`src/source/memStagePkg.sv`:
```
/*
 * Shared types for the memory stage: data widths, bundles between stages,
 * coprocessor-0 fields, exception codes and exception vectors.
 */
`default_nettype none

package memStagePkg;

    typedef logic [31:0] word_t;     // data or address word
    typedef logic [4:0]  regIdx_t;   // gpr index or cp0 register number
    typedef logic [4:0]  excCode_t;  // Cause.ExcCode

    typedef enum logic [2:0] {
        LD_NONE,
        LD_B,
        LD_BU,
        LD_H,
        LD_HU,
        LD_W
    } loadType_t;

    typedef enum logic [1:0] {
        ST_NONE,
        ST_B,
        ST_H,
        ST_W
    } storeType_t;

    localparam excCode_t EXC_INT  = 5'd0;
    localparam excCode_t EXC_ADEL = 5'd4;
    localparam excCode_t EXC_ADES = 5'd5;
    localparam excCode_t EXC_SYS  = 5'd8;
    localparam excCode_t EXC_BP   = 5'd9;
    localparam excCode_t EXC_RI   = 5'd10;
    localparam excCode_t EXC_OV   = 5'd12;

    // flags gathered in fetch, decode and execute
    typedef struct packed {
        logic fetchAddrErr;
        logic reservedInstr;
        logic syscall;
        logic brk;
        logic overflow;
        logic eret;
    } exceptPipe_t;

    typedef struct packed {
        logic        valid;
        word_t       pc;
        word_t       aluOut;     // effective address or alu result
        word_t       storeData;
        loadType_t   loadType;
        storeType_t  storeType;
        regIdx_t     dst;
        logic        regWrite;
        logic        cp0Write;   // mtc0
        logic        cp0Read;    // mfc0
        regIdx_t     cp0Addr;
        logic        isBranch;   // branch or jump
        exceptPipe_t except;
    } exeMemBus_t;

    typedef struct packed {
        logic       read;
        logic       write;
        word_t      physAddr;
        logic [3:0] wstrb;
        word_t      wdata;
        logic       cached;
    } dmemReq_t;

    // to forwarding and write-back
    typedef struct packed {
        logic      valid;
        word_t     pc;
        word_t     result;
        regIdx_t   dst;
        logic      regWrite;
        loadType_t loadType;
    } memResult_t;

    typedef struct packed {
        logic       bev;
        logic [7:0] im;
        logic       exl;
        logic       ie;
    } cp0Status_t;

    localparam regIdx_t CP0_BADVADDR = 5'd8;
    localparam regIdx_t CP0_STATUS   = 5'd12;
    localparam regIdx_t CP0_CAUSE    = 5'd13;
    localparam regIdx_t CP0_EPC      = 5'd14;

    localparam word_t VEC_BOOT   = 32'hBFC0_0380;
    localparam word_t VEC_NORMAL = 32'h8000_0180;

endpackage

`default_nettype wire

```
`src/source/memStageReg.sv`:
```
/*
 * Execute-to-memory pipeline register. memWr loads, flush empties,
 * and the delay-slot flag follows the last valid instruction loaded.
 */
`timescale 1ns/1ps
`default_nettype none

module memStageReg (
    input  logic                    clk,
    input  logic                    reset,
    input  logic                    flush,
    input  logic                    memWr,
    input  memStagePkg::exeMemBus_t exeIn,
    output memStagePkg::exeMemBus_t stageBus,
    output logic                    inDelaySlot
);

    logic lastBranch;  // previous valid instruction was a branch or jump

    // flush wins over the load enable, payload simply holds
    always_ff @(posedge clk) begin
        if (reset || flush) begin
            stageBus.valid <= 1'b0;
        end else if (memWr) begin
            stageBus <= exeIn;
        end
    end

    always_ff @(posedge clk) begin
        if (reset || flush) begin
            lastBranch  <= 1'b0;
            inDelaySlot <= 1'b0;
        end else if (memWr && exeIn.valid) begin
            inDelaySlot <= lastBranch;      // slot follows the branch
            lastBranch  <= exeIn.isBranch;
        end
    end

    // a flushed stage never presents a valid instruction
    flushEmpties: assert property (
        @(posedge clk) disable iff (reset)
        flush |=> !stageBus.valid
    );

endmodule

`default_nettype wire

```
`src/source/dataAddrMap.sv`:
```
/*
 * Fixed segment mapping for data addresses plus alignment checks.
 * kseg0 is cached, kseg1 uncached, everything else passes through cached.
 */
`timescale 1ns/1ps
`default_nettype none

module dataAddrMap (
    input  memStagePkg::word_t      virtAddr,
    input  memStagePkg::loadType_t  loadType,
    input  memStagePkg::storeType_t storeType,
    output memStagePkg::word_t      physAddr,
    output logic                    cached,
    output logic                    loadAddrErr,
    output logic                    storeAddrErr
);

    logic halfMis;
    logic wordMis;

    always_comb begin
        physAddr = virtAddr;
        cached   = 1'b1;
        unique case (virtAddr[31:29])
            3'b100: physAddr = {1'b0, virtAddr[30:0]};  // kseg0
            3'b101: begin                               // kseg1
                physAddr = {3'b000, virtAddr[28:0]};
                cached   = 1'b0;
            end
            default: ;  // kuseg and kseg2/3 unmapped here
        endcase
    end

    assign halfMis = virtAddr[0];
    assign wordMis = |virtAddr[1:0];

    always_comb begin
        unique case (loadType)
            memStagePkg::LD_H,
            memStagePkg::LD_HU: loadAddrErr = halfMis;
            memStagePkg::LD_W:  loadAddrErr = wordMis;
            default:            loadAddrErr = 1'b0;  // bytes never misalign
        endcase
    end

    always_comb begin
        unique case (storeType)
            memStagePkg::ST_H: storeAddrErr = halfMis;
            memStagePkg::ST_W: storeAddrErr = wordMis;
            default:           storeAddrErr = 1'b0;
        endcase
    end

endmodule

`default_nettype wire

```
`src/source/storeLaneAlign.sv`:
```
/*
 * Byte-lane strobes and lane-replicated write data for stores.
 * Data is copied across lanes so the strobe alone selects the bytes.
 */
`timescale 1ns/1ps
`default_nettype none

module storeLaneAlign (
    input  logic [1:0]              addrLow,
    input  memStagePkg::storeType_t storeType,
    input  memStagePkg::word_t      storeData,
    output logic [3:0]              wstrb,
    output memStagePkg::word_t      wdata
);

    always_comb begin
        unique case (storeType)
            memStagePkg::ST_B: begin
                wstrb = 4'b0001 << addrLow;        // one lane by address
                wdata = {4{storeData[7:0]}};
            end
            memStagePkg::ST_H: begin
                wstrb = addrLow[1] ? 4'b1100 : 4'b0011;
                wdata = {2{storeData[15:0]}};
            end
            memStagePkg::ST_W: begin
                wstrb = 4'b1111;
                wdata = storeData;
            end
            default: begin
                wstrb = 4'b0000;                   // not a store
                wdata = storeData;
            end
        endcase
    end

endmodule

`default_nettype wire

```
`src/source/cp0Regs.sv`:
```
/*
 * Reduced coprocessor 0: BadVAddr, Status, Cause and EPC.
 * Updated by mtc0, by taken exceptions and by eret on the clock edge.
 */
`timescale 1ns/1ps
`default_nettype none

module cp0Regs #(
    parameter bit RESET_BEV = 1'b1
) (
    input  logic                    clk,
    input  logic                    reset,
    input  logic [5:0]              interrupt,
    input  logic                    writeEn,
    input  memStagePkg::regIdx_t    addr,
    input  memStagePkg::word_t      writeData,
    output memStagePkg::word_t      readData,
    input  logic                    except,
    input  memStagePkg::excCode_t   excCode,
    input  memStagePkg::word_t      pc,
    input  logic                    inDelaySlot,
    input  memStagePkg::word_t      badAddr,
    input  logic                    badAddrValid,
    input  logic                    eret,
    output memStagePkg::cp0Status_t status,
    output logic [7:0]              causeIp,
    output memStagePkg::word_t      epc
);

    memStagePkg::word_t    badVAddr;
    memStagePkg::excCode_t causeExc;
    logic                  causeBd;
    logic [7:2]            causeIpHw;  // hardware lines
    logic [1:0]            causeIpSw;  // software interrupts

    always_ff @(posedge clk) begin
        if (reset) begin
            status    <= '{bev: RESET_BEV, im: 8'h00, exl: 1'b0, ie: 1'b0};
            causeBd   <= 1'b0;
            causeExc  <= '0;
            causeIpHw <= '0;
            causeIpSw <= '0;
            epc       <= '0;
        end else begin
            causeIpHw <= interrupt;  // sampled every cycle
            if (writeEn) begin
                unique case (addr)
                    memStagePkg::CP0_STATUS: begin
                        status.bev <= writeData[22];
                        status.im  <= writeData[15:8];
                        status.exl <= writeData[1];
                        status.ie  <= writeData[0];
                    end
                    memStagePkg::CP0_CAUSE: causeIpSw <= writeData[9:8];
                    memStagePkg::CP0_EPC:   epc       <= writeData;
                    default: ;  // BadVAddr is read only
                endcase
            end
            if (except) begin
                epc        <= inDelaySlot ? pc - 32'd4 : pc;  // restart at the branch
                causeBd    <= inDelaySlot;
                causeExc   <= excCode;
                status.exl <= 1'b1;
            end else if (eret) begin
                status.exl <= 1'b0;
            end
        end
    end

    always_ff @(posedge clk) begin
        if (except && badAddrValid) begin
            badVAddr <= badAddr;
        end
    end

    assign causeIp = {causeIpHw, causeIpSw};

    always_comb begin
        unique case (addr)
            memStagePkg::CP0_BADVADDR: readData = badVAddr;
            memStagePkg::CP0_STATUS:
                readData = {9'b0, status.bev, 6'b0, status.im, 6'b0, status.exl, status.ie};
            memStagePkg::CP0_CAUSE:
                readData = {causeBd, 15'b0, causeIp, 1'b0, causeExc, 2'b0};
            memStagePkg::CP0_EPC:      readData = epc;
            default:                   readData = '0;
        endcase
    end

    // the arbiter hands over either an exception or an eret, never both
    exceptOrEret: assert property (
        @(posedge clk) disable iff (reset)
        !(except && eret)
    );

endmodule

`default_nettype wire

```
`src/source/exceptionArbiter.sv`:
```
/*
 * Picks the highest-priority exception of the instruction in the memory
 * stage and decides flush, exception code and target vector.
 */
`timescale 1ns/1ps
`default_nettype none

module exceptionArbiter (
    input  logic                     valid,
    input  memStagePkg::exceptPipe_t pipeExcept,
    input  logic                     loadAddrErr,
    input  logic                     storeAddrErr,
    input  memStagePkg::cp0Status_t  status,
    input  logic [7:0]               causeIp,
    input  memStagePkg::word_t       epc,
    output logic                     exceptFlush,
    output logic                     except,
    output memStagePkg::excCode_t    excCode,
    output logic                     badAddrValid,
    output logic                     eret,
    output memStagePkg::word_t       exceptVector
);

    logic intPending;

    assign intPending = status.ie && !status.exl && |(causeIp & status.im);

    // highest priority first
    always_comb begin
        except       = 1'b0;
        excCode      = memStagePkg::EXC_INT;
        badAddrValid = 1'b0;
        eret         = 1'b0;
        if (valid) begin
            if (intPending) begin
                except = 1'b1;
            end else if (pipeExcept.fetchAddrErr) begin
                except       = 1'b1;
                excCode      = memStagePkg::EXC_ADEL;
                badAddrValid = 1'b1;  // bad address is the pc
            end else if (pipeExcept.reservedInstr) begin
                except  = 1'b1;
                excCode = memStagePkg::EXC_RI;
            end else if (pipeExcept.overflow) begin
                except  = 1'b1;
                excCode = memStagePkg::EXC_OV;
            end else if (pipeExcept.syscall) begin
                except  = 1'b1;
                excCode = memStagePkg::EXC_SYS;
            end else if (pipeExcept.brk) begin
                except  = 1'b1;
                excCode = memStagePkg::EXC_BP;
            end else if (loadAddrErr) begin
                except       = 1'b1;
                excCode      = memStagePkg::EXC_ADEL;
                badAddrValid = 1'b1;
            end else if (storeAddrErr) begin
                except       = 1'b1;
                excCode      = memStagePkg::EXC_ADES;
                badAddrValid = 1'b1;
            end else if (pipeExcept.eret) begin
                eret = 1'b1;
            end
        end
    end

    assign exceptFlush  = except || eret;
    assign exceptVector = eret       ? epc :
                          status.bev ? memStagePkg::VEC_BOOT : memStagePkg::VEC_NORMAL;

endmodule

`default_nettype wire

```
`src/source/memStageTop.sv`:
```
/*
 * Memory stage top: stage register, address mapping, store alignment,
 * coprocessor 0 and exception handling. Builds the dmem request and result.
 */
`timescale 1ns/1ps
`default_nettype none

module memStageTop #(
    parameter bit RESET_BEV = 1'b1
) (
    input  logic                    clk,
    input  logic                    reset,
    input  logic                    flush,
    input  logic                    memWr,
    input  logic                    disableWrite,
    input  logic [5:0]              interrupt,
    input  memStagePkg::exeMemBus_t exeIn,
    output memStagePkg::dmemReq_t   dmemReq,
    output memStagePkg::memResult_t memOut,
    output logic                    exceptFlush,
    output memStagePkg::word_t      exceptVector,
    output memStagePkg::word_t      epc
);

    memStagePkg::exeMemBus_t  stageBus;
    logic                     inDelaySlot;
    memStagePkg::word_t       physAddr;
    logic                     cached;
    logic                     loadAddrErr;
    logic                     storeAddrErr;
    logic [3:0]               wstrb;
    memStagePkg::word_t       wdata;
    memStagePkg::cp0Status_t  status;
    logic [7:0]               causeIp;
    memStagePkg::word_t       cp0ReadData;
    logic                     except;
    memStagePkg::excCode_t    excCode;
    logic                     badAddrValid;
    logic                     eret;
    memStagePkg::word_t       badAddr;
    logic                     sideEffectOk;  // instruction may touch memory and cp0

    memStageReg uStageReg (
        .clk         (clk),
        .reset       (reset),
        .flush       (flush),
        .memWr       (memWr),
        .exeIn       (exeIn),
        .stageBus    (stageBus),
        .inDelaySlot (inDelaySlot)
    );

    dataAddrMap uAddrMap (
        .virtAddr     (stageBus.aluOut),
        .loadType     (stageBus.loadType),
        .storeType    (stageBus.storeType),
        .physAddr     (physAddr),
        .cached       (cached),
        .loadAddrErr  (loadAddrErr),
        .storeAddrErr (storeAddrErr)
    );

    storeLaneAlign uLaneAlign (
        .addrLow   (stageBus.aluOut[1:0]),
        .storeType (stageBus.storeType),
        .storeData (stageBus.storeData),
        .wstrb     (wstrb),
        .wdata     (wdata)
    );

    exceptionArbiter uArbiter (
        .valid        (stageBus.valid),
        .pipeExcept   (stageBus.except),
        .loadAddrErr  (loadAddrErr),
        .storeAddrErr (storeAddrErr),
        .status       (status),
        .causeIp      (causeIp),
        .epc          (epc),
        .exceptFlush  (exceptFlush),
        .except       (except),
        .excCode      (excCode),
        .badAddrValid (badAddrValid),
        .eret         (eret),
        .exceptVector (exceptVector)
    );

    // fetch faults report the pc, data faults the effective address
    assign badAddr      = stageBus.except.fetchAddrErr ? stageBus.pc : stageBus.aluOut;
    assign sideEffectOk = stageBus.valid && !exceptFlush && !disableWrite;

    cp0Regs #(
        .RESET_BEV (RESET_BEV)
    ) uCp0 (
        .clk          (clk),
        .reset        (reset),
        .interrupt    (interrupt),
        .writeEn      (sideEffectOk && stageBus.cp0Write),  // mtc0 only when committed
        .addr         (stageBus.cp0Addr),
        .writeData    (stageBus.storeData),
        .readData     (cp0ReadData),
        .except       (except && !disableWrite),
        .excCode      (excCode),
        .pc           (stageBus.pc),
        .inDelaySlot  (inDelaySlot),
        .badAddr      (badAddr),
        .badAddrValid (badAddrValid),
        .eret         (eret && !disableWrite),
        .status       (status),
        .causeIp      (causeIp),
        .epc          (epc)
    );

    always_comb begin
        dmemReq.read     = sideEffectOk && (stageBus.loadType != memStagePkg::LD_NONE);
        dmemReq.write    = sideEffectOk && (stageBus.storeType != memStagePkg::ST_NONE);
        dmemReq.physAddr = physAddr;
        dmemReq.wstrb    = wstrb;
        dmemReq.wdata    = wdata;
        dmemReq.cached   = cached;
    end

    always_comb begin
        memOut.valid    = stageBus.valid;
        memOut.pc       = stageBus.pc;
        memOut.result   = stageBus.cp0Read ? cp0ReadData : stageBus.aluOut;  // mfc0 bypass
        memOut.dst      = stageBus.dst;
        memOut.regWrite = stageBus.regWrite && !exceptFlush && !disableWrite;
        memOut.loadType = stageBus.loadType;
    end

endmodule

`default_nettype wire

```
`config.mk`:
```
export PLATFORM = sky130hd
export DESIGN_NAME = memStageTop
export DESIGN_NICKNAME = d
export VERILOG_FILES = /design/src/source/memStagePkg.sv /design/src/source/memStageReg.sv /design/src/source/dataAddrMap.sv /design/src/source/storeLaneAlign.sv /design/src/source/cp0Regs.sv /design/src/source/exceptionArbiter.sv /design/src/source/memStageTop.sv
export SDC_FILE = /design/constraint.sdc
export NUM_CORES = 1
export LEC_CHECK = 0
export BUFFER_PORTS_ARGS = -buffer_cell sky130_fd_sc_hd__buf_4
export CORE_AREA = 2 2 147 149
export CTS_CLUSTER_DIAMETER = 120
export DETAILED_ROUTE_END_ITERATION = 16
export DIE_AREA = 0 0 149 151
export PLACE_DENSITY = 0.75
export SYNTH_ARGS = -nofsm -noshare
export SYNTH_HDL_FRONTEND = slang
export SYNTH_SLANG_ARGS = --single-unit
```
`constraint.sdc`:
```
create_clock -name clk -period 17.1 [get_ports clk]
set_input_delay 5.13 -clock clk [delete_from_list [all_inputs] [get_ports clk]]
set_output_delay 5.13 -clock clk [all_outputs]
set_load 0.005 [all_outputs]
```
==> metrics.md <==
| Metric | Value |
|---|---|
| Run status | `finished clean` |
| Synth unique cells | `61` |
| DRT antenna net count | `0` |
| Power density over the cells | `91.5 nW/um^2` |
| Max Freq | `0.0901 GHz` |
| Die Wd | `149 microns` |
| Hold Vio Cnt, Final | `0` |
| Drt wl/cell | `22.1 microns` |
| Num Clock Sinks | `211` |
| Root Buffer | `clkbuf_16` |
| Final WS setup | `6000 ps` |
| Layout cells sized above 1 | `0.337` |
| WL met1 | `12800 microns` |
| DRC | `0` |
| Slew headroom | `0.292` |
| Final worst path period need | `11100 ps` |
| Tcrit/Tclk final | `0.649` |
| Leakage | `5.18 nW` |
| Post-Route Setup TNS | `0 ps` |
| Core area | `20800 sq um` |
| Largest family of logic cells by synthesized area | `compound AO/OA/AOI/OAI gates` |
| I/O Pins | `343` |
| CTS Buffer Depth | `3` |
| Hold/Removal Path Class | `register to register` |
| Vias per Instance | `5.91` |
| Setup CP Type | `input port to output port` |
| CTS tree | `done` |
| Top Layer Used | `met4` |
| Global Route Usage Sum | `0.288` |
| Initial antenna violation count | `0` |
| Post-CTS setup buffers | `0` |
| Hold Buf Count CTS | `0` |
| Final max-slew violation count | `0` |
| RSZ-0062 raised after global routing | `false` |
| Crit path DAT | `5970 ps` |
| Worst skew pair latency | `520 ps` |
| CTS Buf Count | `24` |
| Final clock skew | `14.0 ps` |
| Ant. Diodes | `0` |
| Starting Density | `0.502` |
| Clk slew on worst S/H paths | `60 ps` |
| Post-CTS sizing | `0` |
| Post-synthesis compound-gate area fraction | `0.182` |
| #FFs+latches synth | `211` |
| R2R Setup Slk | `13850 ps` |
| R2R Path End | `uCp0.epc[30]$_SDFFE_PP0P_` |
| Met3 wire length | `3000 microns` |
| Rows | `53` |
| Aggregate routed wire length | `33700 microns` |
| Grt total ovfl | `0` |
| Die H | `151 microns` |
| Sequential fraction of the synthesis area | `0.550` |
| Hold Path End | `uCp0.causeExc[0]$_SDFFE_PP0P_` |
| Global-route wire length before repair | `49600 microns` |
| Worst Path Max Fanout | `5` |
| DP HPWL | `23900 microns` |
| HP Start | `uCp0.causeExc[0]$_SDFFE_PP0P_` |
| Via count | `8993` |
| Average size of a mapped cell | `10.5 sq um` |
| Xor-xnor portion of the synthesized cell area | `0.00839` |
| Post-synth EDFFs | `152` |
| Post-route cell area | `13500 sq um` |
| Post-Synth Adder-Cell Area | `0.00599` |
| Worst IR drop on VDD | `82.8 uV` |
| TritonRoute pass-1 iters | `5` |
| Die footprint | `22500 sq um` |
| Slowest cell on the critical path | `nor4_1` |
| Worst path max stage delay | `310 ps` |
| Htree depth | `1` |
| Placed cell areas | `12700 sq um` |
| Reg2reg start | `uStageReg.stageBus[20]$_DFFE_PP_` |
| Post-Synthesis Cell Area | `10400 sq um` |
| Met2 WL | `16800 microns` |
| Crit path required time | `11970 ps` |
| Most repeated library cell on the critical path | `buf_4` |
| CP Launch Type | `input port` |
| Final setup fails | `0` |
| Vias in the first global route | `8530` |
| Largest net degree at the start of global routing | `75` |
| Crit-path leading delay family | `simple AND/OR/NAND/NOR gates` |
| Hold Path Stages | `2` |
| Ys async rst share | `0` |
| Crit path cell chain | `buf_4, nand2b_1, nor4_1, buf_4` |
| Synthesis warning total | `0` |
| Setup crit end kind | `output port` |
| FF-to-FF path depth | `8` |
| Synth Flop Type | `edfxtp_1` |
| Post-Place Worst Slack | `6040 ps` |
| Worst Max-Slew Pin Slew | `1050 ps` |
| Max Cap Violations | `0` |
| Multiplexer share of the synthesized area | `0.0158` |
| IO Port Bufs | `342` |
| Post-synth net total | `1131` |
| Simple-Gate Fraction of Synth Area | `0.136` |
| # nets final | `1366` |
| Synth-to-Final Area Change | `29.1%` |
| Buf+Inv Stages, Crit Path | `2` |
| Stages on the worst setup path | `4` |
| Initial DRC Count | `870` |
| Final Wtd Congestion | `0.867` |
| Syn Inst Count | `993` |
==> worst reg2reg max path, cell delays in order, from the launching register on <==
cell      delay [ps]
edfxtp_1         400
inv_1             90
ha_1             370
o21ai_0          480
nand4b_1         450
o31ai_4          490
buf_4            450
nor3_1           190
a311oi_1         250
==> sequential cells by signal, indices dropped and copies added, names as in the netlist <==
| name | cells |
|---|---|
| uCp0.causeBd | 1 |
| uStageReg.inDelaySlot | 1 |
| uCp0.causeIpSw | 2 |
| uCp0.badVAddr | 32 |
| uCp0.status | 11 |
| uCp0.causeIpHw | 6 |
| uCp0.causeExc | 4 |
| uStageReg.stageBus | 121 |
| uStageReg.lastBranch | 1 |
| uCp0.epc | 32 |
==> area by class of cell <==
| class | instances | area (sq um) |
|---|---|---|
| Clock inverter | 9 | 119 |
| Tap cell | 275 | 344 |
| Inverter | 47 | 176 |
| Fill cell | 1743 | 7340 |
| Clock buffer | 35 | 693 |
| Timing Repair Buffer | 359 | 2700 |
| Sequential cell | 211 | 5750 |
| Multi-Input combinational cell | 585 | 3710 |
==> cells by family (layout without fill, tap and decap cells) <==
logic type	after synthesis	in the layout
adders and majority gates	5	5
muxes	16	16
AOI/OAI and AO/OA	284	284
xor gates and xnor gates	10	10
DFF	211	211
buffers and inverters	197	450
and+or+nand+nor	270	270
==> cells in the final DEF, fill, tap and decap left out, drive strengths merged, types with 5 or more instances in the layout <==
cell type / n
buf: 359
edfxtp: 152
nand2: 82
dfxtp: 59
o21ai: 53
inv: 47
a21oi: 47
a22oi: 43
nor2: 39
clkbuf: 35
o22ai: 29
a31oi: 25
nor3: 24
nor4: 23
and2: 22
nand3: 22
a21o: 18
o31ai: 14
a22o: 12
mux2i: 12
nor2b: 11
o31a: 10
nand4: 9
a311oi: 8
xnor2: 7
nand2b: 6
o21a: 6
clkinv: 6
a222oi: 5
or3: 5
ha: 5
or4: 5
nor3b: 5
==> metal layers <==
metal | track usage | up-vias
met1 | 0.375 | 4318
met5 | 0 | -
li1 | - | 4097
met4 | 0.102 | 0
met2 | 0.490 | 504
met3 | 0.0482 | 74
==> cell usage after synthesis, drive strengths merged, types with 2 or more instances <==
| cell type | instances | area share |
|---|---|---|
| mux2 | 4 | 0.0043 |
| a22o | 12 | 0.010 |
| edfxtp | 152 | 0.44 |
| o41ai | 3 | 0.0025 |
| nand2 | 82 | 0.029 |
| o31a | 10 | 0.0084 |
| nand4b | 4 | 0.0034 |
| a21o | 18 | 0.013 |
| a311oi | 8 | 0.0067 |
| a22oi | 43 | 0.031 |
| nor3b | 5 | 0.0036 |
| nand4 | 9 | 0.0054 |
| or4 | 5 | 0.0040 |
| o22ai | 29 | 0.017 |
| o21ai | 53 | 0.025 |
| a31oi | 25 | 0.015 |
| xor2 | 3 | 0.0025 |
| and2 | 22 | 0.013 |
| or3 | 5 | 0.0030 |
| nand3 | 22 | 0.011 |
| o31ai | 14 | 0.011 |
| a211oi | 3 | 0.0022 |
| mux2i | 12 | 0.012 |
| dfxtp | 59 | 0.11 |
| a21oi | 47 | 0.023 |
| nand3b | 4 | 0.0029 |
| nand2b | 6 | 0.0036 |
| nor4b | 3 | 0.0025 |
| a221oi | 2 | 0.0023 |
| a31o | 3 | 0.0025 |
| clkbuf | 54 | 0.020 |
| a222oi | 5 | 0.0048 |
| nor2 | 39 | 0.014 |
| nor3 | 24 | 0.012 |
| nor4 | 23 | 0.017 |
| xnor2 | 7 | 0.0059 |
| ha | 5 | 0.0060 |
| nor2b | 11 | 0.0066 |
| or4b | 2 | 0.0019 |
| buf | 96 | 0.065 |
| o21a | 6 | 0.0043 |
| inv | 47 | 0.017 |
==> where the power goes <==
part	switching [mW]	internal (mW)
clock	0.205	0.325
combinational	0.0522	0.0606
sequential	0.0219	0.568
total	0.279	0.954
==> through the flow <==
stage	power, mW	std cells	hold WS [ps]	utilization
after global routing	1.27	1521	467	0.647
after global placement	0.710	1477	444	0.608
after detailed placement	0.713	1477	450	0.608
after floorplan	0.649	993	431	-
final	1.23	1521	457	0.647
after CTS	1.24	1521	458	0.647
==> worst max path at each step <==
stage,start,end
after floorplan,reset,uStageReg.stageBus[0]$_DFFE_PP_
after global placement,disableWrite,dmemReq[70]
after detailed placement,disableWrite,dmemReq[70]
after CTS,disableWrite,dmemReq[70]
after global routing,disableWrite,dmemReq[70]
final,disableWrite,dmemReq[70]
Power figures use the tool's default switching activity.
